**src/source/fetch_pkg.sv**
```systemverilog
// shared widths, address fields, bus structs and FSM states for the instruction fetch unit
package fetch_pkg;

    // byte address, only bits 17 to 0 reach the cache
    typedef logic [31:0] addr_t;

    // one instruction word
    typedef logic [31:0] inst_t;

    // one byte from instruction memory
    typedef logic [7:0] byte_t;

    // cache line select and tag
    typedef logic [7:0] index_t;
    typedef logic [7:0] tag_t;

    // direct-mapped geometry, one word per line
    localparam int CACHE_LINES = 256;

    // address split, index is bits 9..2 and tag is bits 17..10
    localparam int INDEX_LSB = 2;
    localparam int TAG_LSB   = 10;
    localparam int TAG_MSB   = 17;

    // returned on a lookup miss
    localparam inst_t ZERO_WORD = '0;

    // line write from the controller into the cache
    typedef struct packed {
        addr_t addr;
        inst_t inst;
    } cache_fill_t;

    // byte read request to instruction memory
    typedef struct packed {
        logic  rd;
        addr_t addr;
    } mem_req_t;

    // fetch controller states
    typedef enum logic [1:0] {
        IDLE,
        READ,
        WAIT_LAST,
        RESPOND
    } fetch_state_e;

endpackage

```
**src/source/byte_assembler.sv**
```systemverilog
// shift register that packs four memory bytes into one little-endian instruction word
`timescale 1ns/100ps

module byte_assembler (
    input  logic              clk,
    input  logic              rst_n_i,
    input  logic              shift_i,
    input  fetch_pkg::byte_t  byte_i,
    output fetch_pkg::inst_t  word_o
);

    // assembled word
    fetch_pkg::inst_t word_q;

    // new byte enters at the top, older ones move down
    // after four shifts the first byte lands in bits 7..0
    always_ff @(posedge clk or negedge rst_n_i) begin
        if (!rst_n_i) begin
            word_q <= '0;
        end else if (shift_i) begin
            word_q <= {byte_i, word_q[31:8]};
        end
    end

    assign word_o = word_q;

endmodule

```
**config.mk**
```make
export PLATFORM = sky130hd
export DESIGN_NAME = byte_assembler
export DESIGN_NICKNAME = d
export VERILOG_FILES = /design/src/source/fetch_pkg.sv /design/src/source/byte_assembler.sv
export SDC_FILE = /design/constraint.sdc
export NUM_CORES = 1
export LEC_CHECK = 0
export BUFFER_PORTS_ARGS = -buffer_cell sky130_fd_sc_hd__clkbuf_2
export CORE_UTILIZATION = 35
export CTS_CLUSTER_SIZE = 28
export DETAILED_ROUTE_END_ITERATION = 8
export SLEW_MARGIN = 10
export SYNTH_ARGS = -nofsm -noshare
export SYNTH_HDL_FRONTEND = slang
export SYNTH_SLANG_ARGS = --single-unit
```
**constraint.sdc**
```tcl
create_clock -name clk -period 1 [get_ports clk]
set_clock_uncertainty 0.2 [all_clocks]
set_input_delay 0.2 -clock clk [delete_from_list [all_inputs] [get_ports clk]]
set_output_delay 0.2 -clock clk [all_outputs]
set_load 0.01 [all_outputs]
```
==> qor.csv <==
stage,metric,value,unit
synth,synth_cell_types,5,
global_route,grt_max_degree,33,
timing,setup-violations-final,64,
power_and_ir_drop,p_leak,1.069,nW
global_route,grt_use_total,12.59,%
finish,finalNetCount,159,
clock_tree,root_buffer,clkbuf_8,
power_and_ir_drop,power,3.925,mW
synth,synthXorXnorAreaFrac,0,%
synth,synth_seq_cells,32,
floorplan,row_count,22,
synth,synth_simple_gate_area_share,0,%
placement,gp_congestion,0.6263,
clock_tree,ctsHoldBuffers,1,
setup_path,crit_arrival,0.82,ns
placement,pre_cts_slack,-0.2060,ns
setup_path,r2r.worst_path.cells,2,
global_route,overflow,0,
placement,dpl.cell_count,157,
timing,fmax,821.1,MHz
power_and_ir_drop,power_frac_seq,42.6,%
clock_tree,numCtsBuffers,5,
synth,netlist_instances,68,
setup_path,cp_cell_sequence,clkbuf_2,
finish,area_delta_synth_final,50.60,%
clock_tree,clock_latency,0.28,ns
timing,period_minus_slack,1.218,ns
timing,fin_crit_sh,121.8,%
synth,synth_area_per_cell,19.78,sq um
floorplan,pin_count,43,
routing,antenna_left,0,
global_route,grt_pass1_vias,868,
clock_tree,path_clk_slew,0.07,ns
clock_tree,cts_sinks,32,
clock_tree,clockBufferDepth,2,
setup_path,path_delay_family,flip-flops,
routing,route.detailed.drc,0,
timing,hold_ws,-0.05002,ns
finish,largest_reg_flops,32,
power_and_ir_drop,ir_drop,0.9662,mV
finish,antenna_cells,0,
power_and_ir_drop,p_comb_share,31.9,%
timing,slew_headroom,88.70,%
setup_path,startpoint_type,flop,
setup_path,cp_max_fo,2,
finish,instances_no_fill,197,
synth,netlist_area,1345,sq um
outcome,violations,"hold timing, setup timing",
routing,first_iter_violations,30,
power_and_ir_drop,p_per_area,1938,nW/um^2
power_and_ir_drop,internal_power,2.900,mW
timing,postLayoutSetupSlackWorst,-0.2179,ns
synth,synth_top_family_by_area,multiplexers,
clock_tree,cts_tree,done,
clock_tree,htree_levels,2,
synth,ys_warn_count,0,
hold_path,worstHoldPathCells,2,
finish,finish.utilization,55.33,%
synth,synth_compound_area_share,0,%
run,maxCapViolations,0,
routing,drt_wl_total,2.423,mm
finish,final_common_cell,clkbuf_2,
timing,finalSetupTns,-8.856,ns
setup_path,cp.buffers_inverters,1,
synth,ys_seq_area_share,59.53,%
setup_path,critPathKind,reg2out,
finish,n_fill_cell,313,
synth,synthMuxAreaShare,35.16,%
setup_path,critPathMaxStageDelay,0.40,ns
placement,port_buffers,42,
timing,rsz0062_at_grt,true,
synth,synth_adder_area_share,0,%
finish,layout_common_cells,"42 x clkbuf_2, 32 x dfrtp_1, 31 x mux2_4, 22 x buf_6, 9 x buf_4",
power_and_ir_drop,p_sw_share,26.12,%
finish,final_layout_size_suffix_gt1_share,77.85,%
floorplan,initial_utilization,36.74,%
floorplan,die-height,63.99,microns
synth,synth_top_area_cell,dfrtp_1,
timing,slew_viol_final,0,
global_route,grt_pass1_wl,3.857,mm
setup_path,cp.required,0.60,ns
setup_path,crit_slowest_cell,dfrtp_1,
global_route,grt_antenna_before_repair,0,
power_and_ir_drop,pwr-share-clk,25.5,%
floorplan,fp.coreArea,3661,sq um
routing,drtPass1Iterations,4,
synth,yosys.area.top_type_share,59.53,%
outcome,status,"finished, violations left",
setup_path,path_depth,1,
floorplan,fp.dieW,63.99,microns
hold_path,hold_path_class,in2reg,
timing,worst_slew_pin_slew,0.1696,ns
floorplan,dieArea,4095,sq um
routing,wl_per_cell,12.30,microns
synth,syn_nets,79,
synth,yosys-top-cells-area,"dfrtp_1 60%, mux2_4 33%, buf_12 4.5%",
routing,num_vias,838,
power_and_ir_drop,netSwitchingPower,1.025,mW
routing,avgViaCountPerCell,4.254,
timing,finalHoldViolCount,8,
setup_path,end_kind,primary output,
## synthesized netlist by cell type
cell type,number
buf_12,3
buf_6,1
mux2_2,2
dfrtp_1,32
mux2_4,30
## worst paths after layout
path / startpoint / endpoint / slack, ns
min: byte_i[1] / word_o[25] / -0.05
max in group asynchronous: rst_n_i / word_o[7] / 0.22
max reg2reg: word_o[12] / word_o[12] / -0.12
min in group asynchronous: rst_n_i / word_o[3] / 0.21
max: word_o[12] / word_o[12] / -0.22
min reg2reg: word_o[5] / word_o[5] / 0.32
## routing by layer
metal,global-route usage (%),share of wire [%]
met1,15.29,46
met2,19.95,48
met3,4.821,5.2
met4,5.114,0.99
met5,0,0
## through the flow
stage | hold WS, ns | area, sq um
finish | -0.05002 | 2026
global route | -0.05395 | 2026
detailed placement | -0.03139 | 1604
CTS | -0.05687 | 1924
floorplan | -0.2956 | 1354
global placement | -0.03237 | 1604
## cells by family after synthesis
| kind of cell | Yosys count |
|---|---|
| flip-flops | 32 |
| multiplexers | 32 |
| buffers and inverters | 4 |
## power groups by stage
| stage | sequential [mW] | clock, mW | combinational, mW |
|---|---|---|---|
| detailed placement | 1.71 | 0 | 0.806 |
| global route | 1.70 | 1.10 | 1.34 |
| floorplan | 1.79 | 0 | 0.404 |
| finish | 1.67 | 1.00 | 1.25 |
| CTS | 1.64 | 1.03 | 1.15 |
| global placement | 1.71 | 0 | 0.794 |
## worst reg2reg max path, cell delays in order (launching register included)
cell     delay [ns]
dfrtp_1        0.40
buf_4          0.15
mux2_4         0.26
## area by class of cell
type	count	area, sq um	share of cell area (%)
timing repair buffer	77	595.6	29.40
multi-input combinational	32	476.7	23.53
tap	48	60.06	2.965
sequential	32	800.8	39.53
clock buffer	6	82.58	4.077
clock inverter	2	10.01	0.4941
## what timing repair did
action | 4_1_cts | 5_1_grt
endpoints found under the hold margin | 40 | 8
buffers inserted | 29 | 2
resized for setup | 0 | 23
endpoints found under the setup margin | 32 | 63
Power figures use the tool's default switching activity.
