===== src/source/fetch_pkg.sv =====
// shared widths, address fields, bus structs and FSM states for the instruction fetch unit
package fetch_pkg;

    // byte address, only bits 17 to 0 reach the cache
    typedef logic [31:0] addr_t;

    // one instruction word
    typedef logic [31:0] inst_t;

    // one byte from instruction memory
    typedef logic [7:0] byte_t;

    // cache line select and tag
    typedef logic [7:0] index_t;
    typedef logic [7:0] tag_t;

    // direct-mapped geometry, one word per line
    localparam int CACHE_LINES = 256;

    // address split, index is bits 9..2 and tag is bits 17..10
    localparam int INDEX_LSB = 2;
    localparam int TAG_LSB   = 10;
    localparam int TAG_MSB   = 17;

    // returned on a lookup miss
    localparam inst_t ZERO_WORD = '0;

    // line write from the controller into the cache
    typedef struct packed {
        addr_t addr;
        inst_t inst;
    } cache_fill_t;

    // byte read request to instruction memory
    typedef struct packed {
        logic  rd;
        addr_t addr;
    } mem_req_t;

    // fetch controller states
    typedef enum logic [1:0] {
        IDLE,
        READ,
        WAIT_LAST,
        RESPOND
    } fetch_state_e;

endpackage


===== src/source/fetch_ctrl.sv =====
// fetch FSM, picks hit or miss, runs the four byte reads, fills the cache and returns the word
`timescale 1ns/100ps

module fetch_ctrl (
    input  logic                   clk,
    input  logic                   rst_n_i,
    input  logic                   fetch_req_i,
    input  fetch_pkg::addr_t       pc_i,
    input  logic                   cache_hit_i,
    input  fetch_pkg::inst_t       cache_inst_i,
    input  fetch_pkg::inst_t       asm_word_i,
    output fetch_pkg::addr_t       query_addr_o,
    output logic                   fill_en_o,
    output fetch_pkg::cache_fill_t fill_o,
    output logic                   shift_o,
    output fetch_pkg::mem_req_t    mem_req_o,
    output logic                   ready_o,
    output logic                   inst_valid_o,
    output fetch_pkg::inst_t       inst_o
);

    fetch_pkg::fetch_state_e state_q;
    fetch_pkg::fetch_state_e state_d;

    // word address of the miss in flight
    fetch_pkg::addr_t base_q;

    // byte reads issued and bytes shifted in
    logic [1:0] rd_cnt_q;
    logic [1:0] ret_cnt_q;

    logic accept;

    // only IDLE takes new requests, strobes while busy are dropped
    assign ready_o = (state_q == fetch_pkg::IDLE);
    assign accept  = ready_o && fetch_req_i;

    // cache is always looked up with the live pc
    assign query_addr_o = pc_i;

    // one byte read per READ cycle, pc+0 to pc+3
    assign mem_req_o.rd   = (state_q == fetch_pkg::READ);
    assign mem_req_o.addr = base_q + fetch_pkg::addr_t'(rd_cnt_q);

    // memory answers one cycle after each read
    assign shift_o = ((state_q == fetch_pkg::READ) && (rd_cnt_q != 2'd0)) ||
                     (state_q == fetch_pkg::WAIT_LAST);

    // line write in RESPOND
    assign fill_en_o   = (state_q == fetch_pkg::RESPOND);
    assign fill_o.addr = base_q;
    assign fill_o.inst = asm_word_i;

    always_comb begin
        state_d = state_q;
        case (state_q)
            fetch_pkg::IDLE: begin
                if (accept && !cache_hit_i) begin
                    state_d = fetch_pkg::READ;
                end
            end
            fetch_pkg::READ: begin
                // fourth read goes out this cycle
                if (rd_cnt_q == 2'd3) begin
                    state_d = fetch_pkg::WAIT_LAST;
                end
            end
            fetch_pkg::WAIT_LAST: begin
                // last byte shifts in at this edge
                if (ret_cnt_q == 2'd3) begin
                    state_d = fetch_pkg::RESPOND;
                end
            end
            default: begin
                state_d = fetch_pkg::IDLE;
            end
        endcase
    end

    always_ff @(posedge clk or negedge rst_n_i) begin
        if (!rst_n_i) begin
            state_q   <= fetch_pkg::IDLE;
            rd_cnt_q  <= 2'd0;
            ret_cnt_q <= 2'd0;
        end else begin
            state_q <= state_d;
            // both counters wrap back to zero after four steps
            if (state_q == fetch_pkg::READ) begin
                rd_cnt_q <= rd_cnt_q + 2'd1;
            end
            if (shift_o) begin
                ret_cnt_q <= ret_cnt_q + 2'd1;
            end
        end
    end

    // response pulse, hit at acceptance or miss in RESPOND
    always_ff @(posedge clk or negedge rst_n_i) begin
        if (!rst_n_i) begin
            inst_valid_o <= 1'b0;
        end else begin
            inst_valid_o <= (accept && cache_hit_i) || (state_q == fetch_pkg::RESPOND);
        end
    end

    // payload registers
    always_ff @(posedge clk) begin
        if (accept) begin
            base_q <= {pc_i[31:2], 2'b00};
        end
        if (accept && cache_hit_i) begin
            inst_o <= cache_inst_i;
        end else if (state_q == fetch_pkg::RESPOND) begin
            inst_o <= asm_word_i;
        end
    end

    // no memory traffic while idle, both counters rewound for the next miss
    a_no_read_idle : assert property (
        @(posedge clk) disable iff (!rst_n_i)
        (state_q == fetch_pkg::IDLE) |->
            (!mem_req_o.rd && (rd_cnt_q == 2'd0) && (ret_cnt_q == 2'd0))
    ) else $error("memory read or stale counter while idle");

    // a miss issues exactly four back-to-back reads
    a_four_reads : assert property (
        @(posedge clk) disable iff (!rst_n_i)
        (accept && !cache_hit_i) |=> mem_req_o.rd [*4] ##1 !mem_req_o.rd
    ) else $error("miss did not issue four reads");

    // miss pulse lasts one cycle unless a hit follows right behind it
    a_single_miss_pulse : assert property (
        @(posedge clk) disable iff (!rst_n_i)
        (state_q == fetch_pkg::RESPOND) |=> inst_valid_o ##1
            (!inst_valid_o || $past(fetch_req_i && cache_hit_i))
    ) else $error("miss response pulse held too long");

endmodule


===== config.mk =====
export PLATFORM = sky130hd
export DESIGN_NAME = fetch_ctrl
export DESIGN_NICKNAME = d
export VERILOG_FILES = /design/src/source/fetch_pkg.sv /design/src/source/fetch_ctrl.sv
export SDC_FILE = /design/constraint.sdc
export NUM_CORES = 1
export LEC_CHECK = 0
export BUFFER_PORTS_ARGS = -buffer_cell sky130_fd_sc_hd__buf_4
export CORE_AREA = 2 2 101 103
export DETAILED_ROUTE_END_ITERATION = 6
export DIE_AREA = 0 0 103 105
export PLACE_DENSITY_LB_ADDON = 0.2
export RECOVER_POWER = 50
export SYNTH_ARGS = -nofsm -noshare
export SYNTH_HDL_FRONTEND = slang
export SYNTH_SLANG_ARGS = --single-unit

===== constraint.sdc =====
create_clock -name clk -period 4.2 [get_ports clk]
set_input_delay 0.84 -clock clk [delete_from_list [all_inputs] [get_ports clk]]
set_output_delay 0.84 -clock clk [all_outputs]
set_load 0.005 [all_outputs]

==> flow_summary.toml, run 1 <==
[critical_path]
cp_max_fo = 33
r2r_start = "state_q[0]"
cp-start-kind = "register"
regToRegEndpoint = "inst_o[28]"
startpoint = "state_q[0]"
setup.worst_path.class = "reg -> reg"
critPathCaptureType = "register"
worstPathRequired_ns = 4.20
reg2reg_slack_ns = 1.31
rr_worst_depth = 6
worstPathArrival_ns = 2.89

[cts]
numCtsBuffers = 9
cts_tree = "done"
cts.sinks = 69
cts_max_level = 3
clkTransAtPathRegs_ns = 0.08
post-cts-setup-buffers = 0
clock-root-buffer = "clkbuf_8"
clock_latency_ns = 0.33
cts_hold_buf = 0
clockBufferDepth = 2
cts.repair.resized = 0

[detailed_routing]
vias_per_cell = 4.168
num_vias = 2263
drc = 0
totalWireLength_um = 8239
dr.pass1.iters = 4
post_drt_wl_per_cell_um = 15.17
drtAntennaViolNets = 0
drt_iter0_drc = 38

[logic_synthesis]
synthTopCellsByArea = "edfxtp_1 53%, buf_4 20%, mux2_4 12%"
synth_top_cell_area_share = 0.5275
syn_avg_cell_area_um2 = 15.15
synth.distinct_cells = 22
synth_cells = 233
yosysTopAreaCell = "edfxtp_1"
ys_warn_count = 0
ys_seq_area_frac = 0.5771
synth.cell_area_um2 = 3530
synth_seq_cells = 69

[sta]
hold_viol = 0
worst_pin_slew_ns = 0.5964
rsz0062_at_grt = "false"
max_freq_mhz = 346.1
max_slew_margin = 0.6024
finalSetupTns_ns = 0
skew_ns = 0.01364
setup_viol = 0
slew_viol_final = 0
post-route-min-period_ns = 2.889
period_share = 0.6880

[power_and_ir_drop]
p_per_area_nw_per_um2 = 484.2
cellLeakagePower_nw = 2.303
ir_drop_uv = 185.6
total_power_mw = 2.392

[floorplan]
die_h_um = 105
initial_core_util = 0.3662
ios = 265
coreArea_um2 = 9639
die_w_um = 103
rows = 36
die_area_um2 = 10820

[global_route]
grt_max_degree = 34
antenna_found_initial = 0
grt_overflow = 0
grt_pass1_vias = 2111
grt_usage = 0.1428
grt_first_pass_wirelength_um = 11410

[min_path]
hold_path.class = "in -> async"

[flow_run]
drv_cap = 0

[final_layout]
drive_above_1_share = 0.6659
antenna_cells = 0
final_nets = 513
layout_common_cells = "152 x buf_4, 72 x clkbuf_4, 62 x edfxtp_1"
areaGrowthSynthToFinish_pct = 39.95
final_common_cell = "buf_4"

[status]
outcome = "completed"

[placed_design]
portBuffers = 258
gp_congestion = 0.7118
dp_hpwl_um = 6738
-- worst max-delay path by stage --
stage | endpoint | slack (ns) | cells past startpoint
floorplan | inst_o[0] | 1.57 | 4
global placement | inst_o[6] | 1.15 | 5
detailed placement | inst_o[25] | 1.10 | 5
CTS | inst_o[14] | 1.23 | 6
global route | inst_o[28] | 1.08 | 6
finish | inst_o[28] | 1.31 | 6
-- cell families (layout without fill, tap and decap cells) --
family                     count (synthesis)  count (layout)  share of synthesized area
xor gates and xnor gates                   2               2                   0.004964
buffers and inverters                    108             284                     0.2233
DFF                                       69              69                     0.5771
and+or+nand+nor                            5               5                    0.01241
AOI/OAI and AO/OA                          5               5                    0.01063
other                                      1               2                   0.001062
adders and majority gates                  8               8                    0.02836
muxes                                     35              35                     0.1421
-- where the power goes --
part           leakage [nW]  total [mW]  internal [mW]  switching [mW]
Sequential            0.662        1.06          0.986          0.0766
Combinational          1.55       0.817          0.447           0.370
Clock                0.0888       0.512          0.268           0.244
-- Yosys cell counts --
library cell	number
a21oi_1	1
a221oi_1	1
a222oi_1	1
and2_4	1
buf_4	96
buf_6	3
conb_1	1
dfrtp_1	7
edfxtp_1	62
ha_1	8
inv_1	9
mux2_2	5
mux2_4	29
mux2i_1	1
nand2_1	1
nand2_4	1
nand2b_1	1
nand2b_4	1
o21ai_0	1
o2bb2ai_1	1
xnor2_1	1
xor2_1	1
-- area by class of cell --
class | instances | area, µm²
well taps | 133 | 166.4
clock buffers | 10 | 127.6
inverters | 9 | 33.78
multi-input cells | 57 | 708.2
clock inverters | 6 | 53.80
flip-flops and latches | 69 | 2037
repair buffers | 259 | 1813
fillers | 878 | 4700
-- worst max-delay path, cell delays in order (launching register included) --
cell	delay [ns]
dfrtp_1	0.42
inv_1	0.11
ha_1	0.24
and2_4	0.44
nand2_4	0.41
nand2b_1	0.50
buf_4	0.41
-- per-layer routing --
layer | routed length (µm) | up-vias | GRT usage | share of wire
met1 | 2670 | 1037 | 0.1400 | 0.32
li1 | - | 1055 | - | -
met3 | 924 | 12 | 0.04615 | 0.11
met2 | 4483 | 159 | 0.2676 | 0.54
met4 | 161 | 0 | 0.05827 | 0.020
met5 | 0 | - | 0 | 0
-- through the flow --
step                      setup WS, ns  hold WS [ns]    util  instance area (µm²)  instances
after floorplan                  1.566        0.4528       -                 3533        234
after global placement           1.149        0.4663  0.5073                 4890        527
after detailed placement         1.101        0.4968  0.5073                 4890        527
after CTS                        1.226        0.2913  0.5261                 5071        543
after global routing             1.081        0.4295  0.5125                 4940        543
final                            1.311        0.3967  0.5125                 4940        543
-- flip-flops by register name (all words and copies together), names as in the netlist --
| register | flops |
|---|---|
| inst_valid_o | 1 |
| ret_cnt_q | 2 |
| inst_o | 32 |
| state_q | 2 |
| rd_cnt_q | 2 |
| base_q | 30 |
No activity file was read; power rests on OpenSTA's default activity.
==> run 2: changes to the inputs <==
--- a/config.mk
+++ b/config.mk
@@ -5,10 +5,11 @@
 export SDC_FILE = /design/constraint.sdc
 export NUM_CORES = 1
 export LEC_CHECK = 0
+export ABC_AREA = 1
 export BUFFER_PORTS_ARGS = -buffer_cell sky130_fd_sc_hd__buf_4
-export CORE_AREA = 2 2 101 103
+export CORE_AREA = 2 2 103 105
 export DETAILED_ROUTE_END_ITERATION = 6
-export DIE_AREA = 0 0 103 105
+export DIE_AREA = 0 0 105 107
 export PLACE_DENSITY_LB_ADDON = 0.2
 export RECOVER_POWER = 50
 export SYNTH_ARGS = -nofsm -noshare
==> constraint.sdc (replaced) <==
create_clock -name clk -period 2.9 [get_ports clk]
set_input_delay 0.58 -clock clk [delete_from_list [all_inputs] [get_ports clk]]
set_output_delay 0.58 -clock clk [all_outputs]
set_load 0.005 [all_outputs]
==> run 2 against run 1 <==
Effect of this change: non-clock buffer count unchanged; sequential power increased by 48%; synthesized cell count increased by 36%; largest cell class unchanged.
==> flow_summary.toml, run 2 <==
[status]
outcome = "completed"

[final_layout]
drive_above_1_share = 0.4959
fin_cells = 622
antenna_cells = 0
top_register = "inst_o"
layout_common_cells = "123 x buf_4, 99 x clkbuf_4, 76 x nand2_1"
regArea_um2 = 2037
largest_reg_flops = 32
nFillCells = 951
areaGrowthSynthToFinish_pct = 40.43
final_nets = 589
largestRegisters = "inst_o: 32 flops, base_q: 30 flops"
final_common_cell = "buf_4"
multi_input_area_um2 = 628.1

[placed_design]
place_ws_ns = 0.5938
dp_cells = 606
gp_congestion = 0.7712
portBuffers = 258
dp_hpwl_um = 6948

[cts]
post-cts-setup-buffers = 0
numCtsBuffers = 9
clock_latency_ns = 0.33
clkTransAtPathRegs_ns = 0.08
cts_max_level = 3
clock-root-buffer = "clkbuf_8"
cts.sinks = 69
cts_hold_buf = 0
cts.repair.resized = 0
cts_tree = "done"
clockBufferDepth = 2

[critical_path]
setup.worst_path.class = "reg -> out"
cp_max_fo = 6
startpoint = "state_q[1]"
worstPathArrival_ns = 1.74
regToRegEndpoint = "inst_o[22]"
cp-start-kind = "register"
crit_path_end = "shift_o"
r2r_start = "state_q[1]"
critPathCaptureType = "primary output"
reg2reg_slack_ns = 0.71
worstPathRequired_ns = 2.32
rr_worst_depth = 6

[floorplan]
die_w_um = 105
ios = 265
rows = 37
coreArea_um2 = 10090
die_area_um2 = 11240
die_h_um = 107
initial_core_util = 0.3480

[sta]
hold_viol = 0
period_share = 0.7983
setup_viol = 0
max_slew_margin = 0.4871
worst_pin_slew_ns = 0.7666
post-route-min-period_ns = 2.315
fin_ws_ns = 0.5849
rsz0062_at_grt = "false"
skew_ns = 0.007040
max_freq_mhz = 431.9
slew_viol_final = 0
hold_slack_ns = 0.1439
finalSetupTns_ns = 0

[global_route]
grt_overflow = 0
antenna_found_initial = 0
grt_usage = 0.1505
grt_first_pass_wirelength_um = 12910
grt_pass1_vias = 2480
grt_max_degree = 63

[detailed_routing]
vias_per_cell = 4.241
num_vias = 2638
drc = 0
totalWireLength_um = 8846
dr.pass1.iters = 4
post_drt_wl_per_cell_um = 14.22
drt_iter0_drc = 103
drtAntennaViolNets = 0

[logic_synthesis]
ys_warn_count = 0
ys_seq_area_frac = 0.5800
synth_seq_cells = 69
synth_top_cell_area_share = 0.5301
ys_top_cells_by_count = "99 x buf_4, 77 x nand2_1, 62 x edfxtp_1"
synthTopCellsByArea = "edfxtp_1 53%, buf_4 21%, nand2_1 8.2%"
yosysMostFrequentCell = "buf_4"
synth.cell_area_um2 = 3512
yosysTopAreaCell = "edfxtp_1"
synth_cells = 316
async_flop_share = 0.1014
synth_edf_count = 62
synth.distinct_cells = 16
synth-main-ff-cell = "edfxtp_1"
syn_avg_cell_area_um2 = 11.11

[power_and_ir_drop]
p_per_area_nw_per_um2 = 759.4
ir_drop_uv = 479.1
total_power_mw = 3.746
cellLeakagePower_nw = 2.328

[flow_run]
drv_cap = 0

[min_path]
hold_path.class = "in -> async"
run 2: cell types whose count changed after synthesis, sizes merged, moves of 2 or more:
cell,change
nand2b,-2
inv,+3
nor2,+2
mux2,-34
buf,+7
nand2,+76
nand3,+35
run 2: cell families after synthesis:
group,share of synthesized area
AO/OA/AOI/OAI,0.008194
XOR/XNOR,0.004988
adder cells (fa/ha/maj),0.02850
buffers and inverters,0.2398
flip-flops,0.5800
other,0.001068
AND/OR/NAND/NOR,0.1375
run 2: how the worst min path moves through the flow:
stage / depth (start not counted) / start / slack (ns) / end
global route: 1 / rst_n_i / 0.14 / state_q[1]
CTS: 1 / rst_n_i / 0.03 / rd_cnt_q[1]
finish: 1 / rst_n_i / 0.14 / inst_valid_o
floorplan: 0 / rst_n_i / 0.28 / inst_valid_o
detailed placement: 1 / rst_n_i / 0.40 / rd_cnt_q[1]
global placement: 1 / rst_n_i / 0.40 / rd_cnt_q[1]
run 2: routing by layer:
metal / share of wire / track usage
met5: 0 / 0
met4: 0.017 / 0.04571
met3: 0.095 / 0.05410
met2: 0.54 / 0.2783
met1: 0.35 / 0.1601
run 2: final cells by class:
type                            instances  share of cell area
Clock buffer                            9             0.02511
Clock inverter                          7             0.02486
Inverter                               12            0.009132
Multi-Input combinational cell        130              0.1273
Sequential cell                        69              0.4130
Tap cell                              136             0.03450
Timing Repair Buffer                  259              0.3661
run 2: per-stage QoR:
stage / instance area, µm² / utilization
after floorplan: 3516 / -
after global placement: 4836 / 0.4792
after detailed placement: 4836 / 0.4792
after CTS: 5082 / 0.5036
after global routing: 4932 / 0.4887
final: 4932 / 0.4887
run 2: critical path: stages (launching register included):
cell and delay [ns]:
dfrtp_1 0.43, inv_1 0.10, ha_1 0.31, clkinv_1 0.10, o21bai_1 0.28, buf_4 0.17
run 2: report_power, final:
part	total, mW	switching, mW	internal (mW)
sequential	1.57	0.115	1.45
combinational	1.21	0.638	0.572
clock	0.971	0.395	0.576
total	3.75	1.15	2.60
